`src/agc_config.svh`:
```
// AGC address unit configuration
// Word, address and bank field widths plus the octal region
// boundaries used by the read-side address translation
`ifndef AGC_CONFIG_SVH
`define AGC_CONFIG_SVH

// Datapath word, one's-complement 15 bits
`define AGC_WORD_W          15

// Software address as seen by the instruction stream
`define AGC_SOFT_ADDR_W     12

// Physical memory address widths
`define AGC_ROM_ADDR_W      14
`define AGC_RAM_ADDR_W      11

// One bank field (EB or FB)
`define AGC_BANK_W          3

// ROM region boundaries, software view
`define AGC_ROM_REGION      12'o2000
`define AGC_FIXED_ROM_BASE  12'o4000
`define AGC_ROM_BANK_SIZE   14'o2000

// RAM region boundaries
`define AGC_BANKED_RAM_BASE 12'o1400
`define AGC_RAM_BANK_SIZE   11'o0400
// Used instead of the bank table when EB[2] is set
`define AGC_EB_HI_OFFSET    11'o2000

`endif

```
`src/agc_pkg.sv`:
```
// AGC address unit shared types
// Register-select opcode, region tag, bank bits and the
// translation request and response records
`include "agc_config.svh"

package agc_pkg;

  // Bank register select on the Wishbone address
  typedef enum logic [1:0] {
    EB_SEL = 2'd0,
    FB_SEL = 2'd1,
    BB_SEL = 2'd2
  } bank_sel_e;

  // Which memory a translated address lands in
  typedef enum logic {
    REGION_RAM = 1'b0,
    REGION_ROM = 1'b1
  } region_e;

  typedef struct packed {
    logic [`AGC_BANK_W-1:0] eb;
    logic [`AGC_BANK_W-1:0] fb;
  } bank_bits_t;

  typedef struct packed {
    logic                        valid;
    logic [`AGC_SOFT_ADDR_W-1:0] addr;
  } xlate_req_t;

  typedef struct packed {
    logic                       valid;
    region_e                    region;
    logic [`AGC_ROM_ADDR_W-1:0] rom_addr;
    logic [`AGC_RAM_ADDR_W-1:0] ram_addr;
  } xlate_rsp_t;

endpackage

```
`src/bank_regs.sv`:
```
// Bank register, Wishbone classic slave
// Holds the erasable (EB) and fixed (FB) bank fields. BB is the
// combined view of both fields in one word. Single-cycle ack,
// never stalls.
`timescale 1ns/100ps
`include "agc_config.svh"

module bank_regs import agc_pkg::*; (
  input  logic                   clk,
  input  logic                   rst_l,
  input  logic                   wb_cyc,
  input  logic                   wb_stb,
  input  logic                   wb_we,
  input  bank_sel_e              wb_adr,
  input  logic [`AGC_WORD_W-1:0] wb_dat_w,
  output logic [`AGC_WORD_W-1:0] wb_dat_r,
  output logic                   wb_ack,
  output bank_bits_t             banks
);

  // Field positions within the data word
  localparam int EB_LSB = 9;
  localparam int FB_LSB = EB_LSB + `AGC_BANK_W;

  logic                   bus_req;
  logic [`AGC_WORD_W-1:0] rd_word;
  bank_bits_t             bank_q;

  // New request only while ack is low, so each strobe gets one ack
  assign bus_req = wb_cyc & wb_stb & ~wb_ack;

  always_ff @(posedge clk, negedge rst_l) begin
    if (!rst_l) begin
      wb_ack <= 1'b0;
    end else begin
      wb_ack <= bus_req;
    end
  end

  // Partial-field writes, commit on the ack edge
  always_ff @(posedge clk, negedge rst_l) begin
    if (!rst_l) begin
      bank_q <= '0;
    end else if (bus_req && wb_we) begin
      case (wb_adr)
        EB_SEL: bank_q.eb <= wb_dat_w[EB_LSB +: `AGC_BANK_W];
        FB_SEL: bank_q.fb <= wb_dat_w[FB_LSB +: `AGC_BANK_W];
        BB_SEL: {bank_q.fb, bank_q.eb} <= wb_dat_w[EB_LSB +: 2*`AGC_BANK_W];
        default: begin
          // Unmapped select, write ignored
        end
      endcase
    end
  end

  // Read-back view, unused bits read zero
  always_comb begin
    rd_word = '0;
    case (wb_adr)
      EB_SEL: rd_word[EB_LSB +: `AGC_BANK_W] = bank_q.eb;
      FB_SEL: rd_word[FB_LSB +: `AGC_BANK_W] = bank_q.fb;
      BB_SEL: rd_word[EB_LSB +: 2*`AGC_BANK_W] = {bank_q.fb, bank_q.eb};
      default: rd_word = '0;
    endcase
  end

  // Read data lands together with ack
  always_ff @(posedge clk) begin
    if (bus_req) begin
      wb_dat_r <= rd_word;
    end
  end

  // Taps for the translators
  assign banks = bank_q;

endmodule

```
`src/rom_translate.sv`:
```
// ROM address translator
// Maps a software address onto physical ROM. Addresses from
// octal 4000 up are fixed ROM, lower ROM addresses go through FB.
`timescale 1ns/100ps
`include "agc_config.svh"

module rom_translate (
  input  logic [`AGC_SOFT_ADDR_W-1:0] addr,
  input  logic [`AGC_BANK_W-1:0]      fb,
  output logic [`AGC_ROM_ADDR_W-1:0]  rom_addr
);

  logic                        is_fixed;
  logic [`AGC_SOFT_ADDR_W-1:0] fixed_addr;
  logic [`AGC_ROM_ADDR_W-1:0]  bank_off;
  logic [`AGC_ROM_ADDR_W-1:0]  banked_addr;

  always_comb begin
    is_fixed = addr >= `AGC_FIXED_ROM_BASE;

    // Fixed ROM sits at the bottom of physical ROM
    fixed_addr = addr - `AGC_FIXED_ROM_BASE;

    // Bank offset from a table, no multiplier in the path
    case (fb)
      3'd0: bank_off = '0;
      3'd1: bank_off = `AGC_ROM_BANK_SIZE;
      3'd2: bank_off = `AGC_ROM_BANK_SIZE * 14'd2;
      3'd3: bank_off = `AGC_ROM_BANK_SIZE * 14'd3;
      3'd4: bank_off = `AGC_ROM_BANK_SIZE * 14'd4;
      3'd5: bank_off = `AGC_ROM_BANK_SIZE * 14'd5;
      3'd6: bank_off = `AGC_ROM_BANK_SIZE * 14'd6;
      3'd7: bank_off = `AGC_ROM_BANK_SIZE * 14'd7;
    endcase

    // Banked window starts one bank above the fixed area
    banked_addr = {{(`AGC_ROM_ADDR_W-`AGC_SOFT_ADDR_W){1'b0}}, addr}
                  + `AGC_ROM_BANK_SIZE + bank_off;

    rom_addr = is_fixed ? {{(`AGC_ROM_ADDR_W-`AGC_SOFT_ADDR_W){1'b0}}, fixed_addr}
                        : banked_addr;
  end

endmodule

```
`src/ram_translate.sv`:
```
// RAM address translator
// Maps a software address onto physical RAM. Below octal 1400 is
// fixed erasable, the window above it is selected by EB.
`timescale 1ns/100ps
`include "agc_config.svh"

module ram_translate (
  input  logic [`AGC_SOFT_ADDR_W-1:0] addr,
  input  logic [`AGC_BANK_W-1:0]      eb,
  output logic [`AGC_RAM_ADDR_W-1:0]  ram_addr
);

  logic                       is_fixed;
  logic [`AGC_RAM_ADDR_W-1:0] low_addr;
  logic [`AGC_RAM_ADDR_W-1:0] tbl_off;
  logic [`AGC_RAM_ADDR_W-1:0] bank_off;
  logic [`AGC_RAM_ADDR_W-1:0] banked_addr;

  always_comb begin
    is_fixed = addr < `AGC_BANKED_RAM_BASE;

    // Only the low bits reach physical RAM
    low_addr = addr[`AGC_RAM_ADDR_W-1:0];

    // Bank offset from the low two EB bits
    case (eb[1:0])
      2'd0: tbl_off = '0;
      2'd1: tbl_off = `AGC_RAM_BANK_SIZE;
      2'd2: tbl_off = `AGC_RAM_BANK_SIZE * 11'd2;
      2'd3: tbl_off = `AGC_RAM_BANK_SIZE * 11'd3;
    endcase

    // Top EB bit overrides the table
    bank_off = eb[`AGC_BANK_W-1] ? `AGC_EB_HI_OFFSET : tbl_off;

    banked_addr = low_addr + bank_off;

    ram_addr = is_fixed ? low_addr : banked_addr;
  end

endmodule

```
`src/xlate_combine.sv`:
```
// Translation response stage
// Tags ROM or RAM by address region, parks the unused side at its
// lowest valid address and registers the response. One request
// per cycle, no back-pressure, 1-cycle latency.
`timescale 1ns/100ps
`include "agc_config.svh"

module xlate_combine import agc_pkg::*; (
  input  logic                       clk,
  input  logic                       rst_l,
  input  xlate_req_t                 req,
  input  logic [`AGC_ROM_ADDR_W-1:0] rom_addr,
  input  logic [`AGC_RAM_ADDR_W-1:0] ram_addr,
  output xlate_rsp_t                 rsp
);

  region_e                    region;
  logic [`AGC_ROM_ADDR_W-1:0] rom_sel;
  logic [`AGC_RAM_ADDR_W-1:0] ram_sel;

  logic                       valid_q;
  region_e                    region_q;
  logic [`AGC_ROM_ADDR_W-1:0] rom_q;
  logic [`AGC_RAM_ADDR_W-1:0] ram_q;

  always_comb begin
    region = (req.addr >= `AGC_ROM_REGION) ? REGION_ROM : REGION_RAM;

    // Inactive side shows its lowest valid address
    rom_sel = (region == REGION_ROM) ? rom_addr
            : {{(`AGC_ROM_ADDR_W-`AGC_SOFT_ADDR_W){1'b0}}, `AGC_ROM_REGION};
    ram_sel = (region == REGION_ROM) ? '0 : ram_addr;
  end

  always_ff @(posedge clk, negedge rst_l) begin
    if (!rst_l) begin
      valid_q <= 1'b0;
    end else begin
      valid_q <= req.valid;
    end
  end

  // Payload only moves with a valid request
  always_ff @(posedge clk) begin
    if (req.valid) begin
      region_q <= region;
      rom_q    <= rom_sel;
      ram_q    <= ram_sel;
    end
  end

  always_comb begin
    rsp = '{valid: valid_q, region: region_q, rom_addr: rom_q, ram_addr: ram_q};
  end

endmodule

```
`src/agc_addr_unit.sv`:
```
// AGC address unit, top level
// Bank register on Wishbone feeding the ROM and RAM translators,
// whose results are merged and registered by the response stage
`timescale 1ns/100ps
`include "agc_config.svh"

module agc_addr_unit import agc_pkg::*; (
  input  logic                   clk,
  input  logic                   rst_l,
  input  logic                   wb_cyc,
  input  logic                   wb_stb,
  input  logic                   wb_we,
  input  bank_sel_e              wb_adr,
  input  logic [`AGC_WORD_W-1:0] wb_dat_w,
  output logic [`AGC_WORD_W-1:0] wb_dat_r,
  output logic                   wb_ack,
  input  xlate_req_t             xlate_req,
  output xlate_rsp_t             xlate_rsp
);

  bank_bits_t                 banks;
  logic [`AGC_ROM_ADDR_W-1:0] rom_addr;
  logic [`AGC_RAM_ADDR_W-1:0] ram_addr;

  bank_regs u_bank_regs (
    .clk      (clk),
    .rst_l    (rst_l),
    .wb_cyc   (wb_cyc),
    .wb_stb   (wb_stb),
    .wb_we    (wb_we),
    .wb_adr   (wb_adr),
    .wb_dat_w (wb_dat_w),
    .wb_dat_r (wb_dat_r),
    .wb_ack   (wb_ack),
    .banks    (banks)
  );

  // FB selects the ROM window
  rom_translate u_rom_translate (
    .addr     (xlate_req.addr),
    .fb       (banks.fb),
    .rom_addr (rom_addr)
  );

  // EB selects the RAM window
  ram_translate u_ram_translate (
    .addr     (xlate_req.addr),
    .eb       (banks.eb),
    .ram_addr (ram_addr)
  );

  xlate_combine u_xlate_combine (
    .clk      (clk),
    .rst_l    (rst_l),
    .req      (xlate_req),
    .rom_addr (rom_addr),
    .ram_addr (ram_addr),
    .rsp      (xlate_rsp)
  );

endmodule

```
`config.mk`:
```
export PLATFORM = sky130hd
export DESIGN_NAME = agc_addr_unit
export DESIGN_NICKNAME = d
export VERILOG_FILES = /design/src/agc_pkg.sv /design/src/bank_regs.sv /design/src/rom_translate.sv /design/src/ram_translate.sv /design/src/xlate_combine.sv /design/src/agc_addr_unit.sv
export VERILOG_INCLUDE_DIRS = /design/src
export SDC_FILE = /design/constraint.sdc
export NUM_CORES = 1
export LEC_CHECK = 0
export BUFFER_PORTS_ARGS = -buffer_cell sky130_fd_sc_hd__buf_2
export CORE_MARGIN = 2
export CORE_UTILIZATION = 40
export CTS_CLUSTER_DIAMETER = 30
export DETAILED_ROUTE_END_ITERATION = 10
export MAX_ROUTING_LAYER = met4
export PLACE_DENSITY_LB_ADDON = 0.08
export REMOVE_ABC_BUFFERS = 1
export SLEW_MARGIN = 20
export SYNTH_ARGS = -nofsm -noshare
export SYNTH_HDL_FRONTEND = slang
export SYNTH_SLANG_ARGS = --single-unit
```
`constraint.sdc`:
```
create_clock -name clk -period 1.8 [get_ports clk]
set_clock_uncertainty 0.15 [all_clocks]
set_input_delay 0.09 -clock clk [delete_from_list [all_inputs] [get_ports clk]]
set_output_delay 0.09 -clock clk [all_outputs]
set_load 0.02 [all_outputs]
```
==> results.toml, run 1 <==
[synth]
synthesis.area_um2 = 1770
synth_compound_area_share_pct = 1.27
synth_top_family_by_area = "simple AND/OR/NAND/NOR gates"
yosysSeqAreaShare_pct = 65.5
ys_types = 24
synthCells = 125
synth-async-reset-ratio_pct = 20.0
yosys.area_share.simple_pct = 14.3
synth_fa_ha_area_share_pct = 6.49
synthXorXnorAreaFrac_pct = 0.494
yosysWarnings = 0
synth-edff-count = 32
yosys_most_used_dff = "edfxtp_1"
synth_seq_cells = 40
muxShareOfSynthArea_pct = 3.81
synth_area_per_cell_um2 = 14.2

[route]
antenna_left = 0
wl_um = 2990
wl_per_cell_um = 11.6
drcViolationCount = 0
num_vias = 1122
initialDrtViolationCount = 57
via_per_inst = 4.33
dr.pass1.iters = 4

[min_path]
hold_path_end = "u_xlate_combine.ram_q[9]$_SDFFCE_PP0P_"
min_path_cells = 2
hold_path_class = "in2reg"
hp-start = "xlate_req[8]"

[cells_and_area]
layout-drive-gt1-share_pct = 39.6
syn_to_final_growth_pct = 32.4
layout_commonest_cell = "buf_2"
mostFrequentLayoutCells = "59 x buf_2, 32 x edfxtp_1, 16 x dlygate4sd3_1"
final_util_pct = 54.3
final.fill_count = 384
diodes = 0
fin_nets = 249

[setup_path]
critPathCaptureType = "register"
reg2reg_depth = 5
cp_max_fo = 2
start_kind = "register"
reg2reg_to = "u_xlate_combine.rom_q[12]$_SDFFCE_PP0P_"
crit_arrival_ps = 1650
critical_path_class = "reg2reg"
r2r_start = "u_bank_regs.banks[1]$_DFFE_PN0P_"
reg2reg_slack_ps = 40
required_ps = 1690

[clock_tree]
cts_made_buffers = 5
cts_tree = "done"
clk_latency_ps = 280
htreeDepth = 2
cts.path.max_buffers = 2
clock_sinks = 40
clkSlewWorstSetupHoldPaths_ps = 70
cts_root_buf = "clkbuf_8"

[run]
max_cap_violations = 0

[timing]
hold_viol_final = 0
rsz0062_at_grt = "yes"
finalCriticalPeriod_ps = 1760
fin_crit_sh_pct = 97.8
tns_ps = 0
setup_viol = 0
max_slew.worst_pin.slew_ps = 567
max_freq_mhz = 568
slew_viol_final = 0
slew_headroom_pct = 62.2

[grt]
grt_usage_pct = 13.6
grt_util_met3_pct = 4.42
first_global_vias = 1168
busiest_layer = "met2"
grt_pass1_wl_um = 5050
antenna_found_initial = 0
grt_max_degree = 28
use_met1_pct = 14.4
grtUsageMet2_pct = 23.7
overflow = 0

[place]
gp_congestion = 0.749
numPortBuffers = 59
hpwl_um = 2180

[die]
dieHeight_um = 70.6
core_um2 = 4320
rows = 24
die_x_um = 70.6
die_area_um2 = 4980
ioPinCount = 78
start_util_pct = 41.0

[power_and_ir_drop]
p_per_area_nw_per_um2 = 920
power.leakage_nw = 1.06
irDropWorstVdd_uv = 394

[run_status]
status = "completed"
==> cell families (layout without fill, tap and decap cells) <==
family          Yosys count  count (layout)
compound gates            3               3
other cells               1               9
mux                       6               6
buf+inv                  26             100
simple gates             40              40
xor+xnor                  1               1
fa+ha+maj                 8               8
flops                    40              40
==> area by class of cell <==
type                       count  area (um^2)  share of cell area (%)
timing repair buffer          79          485                    20.7
sequential                    40         1160                    49.5
clock buffer                   7         76.3                    3.25
inverter                      13         48.8                    2.08
clock inverter                 1         3.75                   0.160
tap                           52         65.1                    2.77
multi-input combinational     67          507                    21.6
==> Yosys cell counts (2+ instances only) <==
cell type   n  area (um^2)
edfxtp_1   32          961
inv_1      13         48.8
and2_1     11         68.8
buf_4      11         82.6
nor2b_1    11         68.8
dfrtp_1     8          200
nor2_1      8         30.0
ha_1        6         75.1
mux2_2      6         67.6
and2b_2     3         26.3
fa_1        2         40.0
nand2b_1    2         12.5
==> metal layers <==
layer	wire (um)	part of all wire, %
met5	0	0
met4	47	1.6
met3	199	6.7
met2	1540	52
met1	1200	40
==> where the power goes <==
| part | switching (W) | internal (W) | total [W] |
|---|---|---|---|
| registers | 0.0000414 | 0.00111 | 0.00115 |
| logic | 0.000245 | 0.000208 | 0.000453 |
| clock network | 0.000283 | 0.000270 | 0.000553 |
==> state kept, by name, indices dropped and copies added (netlist names) <==
name,cells
u_xlate_combine.rom_q,14
u_bank_regs.wb_ack,1
u_bank_regs.wb_dat_r,6
u_xlate_combine.region_q,1
u_xlate_combine.ram_q,11
u_xlate_combine.valid_q,1
u_bank_regs.banks,6
==> worst max-delay path by stage <==
stage,from,to,slack (ps),depth (start not counted)
after floorplan,u_bank_regs.banks[1]$_DFFE_PN0P_,u_xlate_combine.rom_q[12]$_SDFFCE_PP0P_,90,5
after global placement,u_bank_regs.banks[5]$_DFFE_PN0P_,u_xlate_combine.ram_q[10]$_SDFFCE_PP0P_,40,7
after detailed placement,u_bank_regs.banks[1]$_DFFE_PN0P_,u_xlate_combine.rom_q[12]$_SDFFCE_PP0P_,30,5
after CTS,u_bank_regs.banks[1]$_DFFE_PN0P_,u_xlate_combine.rom_q[12]$_SDFFCE_PP0P_,30,5
after global routing,u_bank_regs.banks[5]$_DFFE_PN0P_,u_xlate_combine.ram_q[10]$_SDFFCE_PP0P_,-40,7
final,u_bank_regs.banks[1]$_DFFE_PN0P_,u_xlate_combine.rom_q[12]$_SDFFCE_PP0P_,40,5
==> critical path, stage by stage, from the launching register on <==
cell and delay, ps:
dfrtp_1 390, ha_1 280, ha_1 140, inv_1 50
fa_1 470, nor2_1 40
==> through the flow <==
| stage | power [W] | instances | setup slack [ps] | hold WS [ps] | area [um^2] |
|---|---|---|---|---|---|
| floorplan | 0.00144 | 120 | 93.0 | -356 | 1710 |
| global placement | 0.00157 | 233 | 38.2 | -202 | 2090 |
| detailed placement | 0.00159 | 233 | 28.1 | -201 | 2090 |
| CTS | 0.00217 | 257 | 26.0 | 12.3 | 2330 |
| global route | 0.00229 | 259 | -40.8 | 33.7 | 2350 |
| finish | 0.00216 | 259 | 38.9 | 19.3 | 2350 |
==> timing repair <==
action | in CTS | in global routing
hold buffers | 16 | 0
endpoints found under the hold margin | 31 | 0
endpoints found under the setup margin | 0 | 3
resized for setup | 0 | 2
buffers inserted | 0 | 2
No activity file was read; power rests on OpenSTA's default activity.
==> inputs of run 2 (changes only) <==
- PLACE_DENSITY: default -> 0.72
- PLACE_DENSITY_LB_ADDON: 0.08 -> default
==> run 2 against run 1 <==
Compared with the run above:
- count of clock-buffer cells in the layout fell by 2
- design area rose by 1.3%
- hold slack worse by 1.7 ps
- clock power is 32% higher
- final cell count down 0.39%
- register-to-register slack got worse by 30 ps
- non-clock buffer count decreased by 1
- global-route usage is 0.33 points lower
- maximum frequency down 1.8%
- worst setup slack got worse by 33 ps
- first-iteration DRC count is 82% higher
- sequential power about the same
- critical endpoint unchanged
- largest cell class unchanged
- largest power group unchanged
==> results.toml, run 2 (synthesis results as in run 1) <==
[power_and_ir_drop]
p_int_w = 0.00173
p_comb_share_pct = 19.3
p_sw_w = 0.000607
total_power_w = 0.00233
p_per_area_nw_per_um2 = 981
irDropWorstVdd_uv = 542
power_frac_clock_pct = 31.2
power.leakage_nw = 1.07
p_sw_share_pct = 26.0
seq_power_share_pct = 49.5

[timing]
max_slew.worst_pin.slew_ps = 577
slew_viol_final = 0
finalCriticalPeriod_ps = 1790
timing.hold.ws_ps = 17.5
max_freq_mhz = 557
slew_headroom_pct = 61.5
fin_crit_sh_pct = 99.7
rsz0062_at_grt = "yes"
setup_viol = 0
hold_viol_final = 0

[cells_and_area]
design_area_um2 = 2380
seqCellArea_um2 = 1160
multi_input_area_um2 = 512
largest_registers = "u_xlate_combine.rom_q: 14 flops, u_xlate_combine.ram_q: 11 flops"
final.fill_count = 381
diodes = 0
layout-drive-gt1-share_pct = 40.8
mostFrequentLayoutCells = "59 x buf_2, 32 x edfxtp_1, 17 x dlygate4sd3_1"
fin_nets = 248
syn_to_final_growth_pct = 34.2
layout_commonest_cell = "buf_2"
largest_register_ff_count = 14
top_register = "u_xlate_combine.rom_q"
final_util_pct = 55.0

[run]
max_cap_violations = 0

[clock_tree]
cts_made_buffers = 5
cts_tree = "done"
cts_root_buf = "clkbuf_8"
clock_sinks = 40
clk_latency_ps = 280
cts.path.max_buffers = 2
htreeDepth = 2
clkSlewWorstSetupHoldPaths_ps = 80

[die]
core_um2 = 4320
die_x_um = 70.6
dieHeight_um = 70.6
rows = 24
die_area_um2 = 4980
start_util_pct = 41.0
ioPinCount = 78

[setup_path]
reg2reg_slack_ps = 6
crit_arrival_ps = 1690
reg2reg_depth = 5
reg2reg_to = "u_xlate_combine.rom_q[12]$_SDFFCE_PP0P_"
critical_path_class = "reg2reg"
critPathCaptureType = "register"
start_kind = "register"
r2r_start = "u_bank_regs.banks[1]$_DFFE_PN0P_"
cp_max_fo = 3
required_ps = 1700

[grt]
first_global_vias = 1157
overflow = 0
grt_pass1_wl_um = 5090
grt_usage_pct = 13.3
antenna_found_initial = 0
grt_max_degree = 28

[run_status]
status = "completed"

[route]
via_per_inst = 4.45
initialDrtViolationCount = 104
dr.pass1.iters = 4
wl_per_cell_um = 12.1
antenna_left = 0
num_vias = 1149
wl_um = 3120
drcViolationCount = 0

[place]
hpwl_um = 2160
gp_congestion = 0.767
numPortBuffers = 59
place_area_um2 = 2090

[min_path]
hold_path_class = "in2async"
[run 2: worst max-delay path, cell delays in order (launching register included)]
cell and delay, ps:
dfrtp_1 400, ha_1 290, ha_1 140, inv_1 50, fa_1 470, nor2_1 40
[run 2: worst max path at each step]
stage / from / end / depth (start not counted)
2_1_floorplan: u_bank_regs.banks[1]$_DFFE_PN0P_ / u_xlate_combine.rom_q[12]$_SDFFCE_PP0P_ / 5
3_3_place_gp: u_bank_regs.banks[1]$_DFFE_PN0P_ / u_xlate_combine.rom_q[12]$_SDFFCE_PP0P_ / 5
3_5_place_dp: u_bank_regs.banks[1]$_DFFE_PN0P_ / u_xlate_combine.rom_q[12]$_SDFFCE_PP0P_ / 5
4_1_cts: u_bank_regs.banks[1]$_DFFE_PN0P_ / u_xlate_combine.rom_q[12]$_SDFFCE_PP0P_ / 5
5_1_grt: u_bank_regs.banks[1]$_DFFE_PN0P_ / u_xlate_combine.rom_q[12]$_SDFFCE_PP0P_ / 5
6_report: u_bank_regs.banks[1]$_DFFE_PN0P_ / u_xlate_combine.rom_q[12]$_SDFFCE_PP0P_ / 5
[run 2: cell type report]
type	instances	area share, %
sequential	40	48.8
multi-input combinational	67	21.5
timing repair buffer	78	20.2
clock buffer	5	2.89
tap	52	2.74
inverter	13	2.05
clock inverter	3	1.79
[run 2: power groups by stage]
stage | registers, W | clock network (W) | logic (W)
after floorplan | 0.00125 | 0 | 0.000192
after global placement | 0.00117 | 0 | 0.000406
after detailed placement | 0.00118 | 0 | 0.000419
after CTS | 0.00116 | 0.000744 | 0.000450
after global routing | 0.00117 | 0.000780 | 0.000500
final | 0.00115 | 0.000728 | 0.000451
[run 2: what timing repair did]
item	4_1_cts	5_1_grt
buffers inserted	0	0
endpoints found under the hold margin	33	0
endpoints found under the setup margin	0	3
gates resized for setup	0	3
hold buffers	17	0
[run 2: layer usage]
metal	GRT usage [%]	part of all wire, %	vias up	routed length (um)
li1	-	-	553	-
met1	16.6	45	536	1390
met2	21.6	47	60	1460
met3	4.13	8.5	0	266
met4	2.52	0	0	0
met5	-	0	-	0
[run 2: stage by stage]
step                TNS [ps]  setup slack [ps]  std cells
finish                     0              6.14        258
global route           -39.8             -28.7        258
CTS                        0              12.6        258
detailed placement         0              20.4        233
global placement           0              56.8        233
floorplan                  0              93.0        120
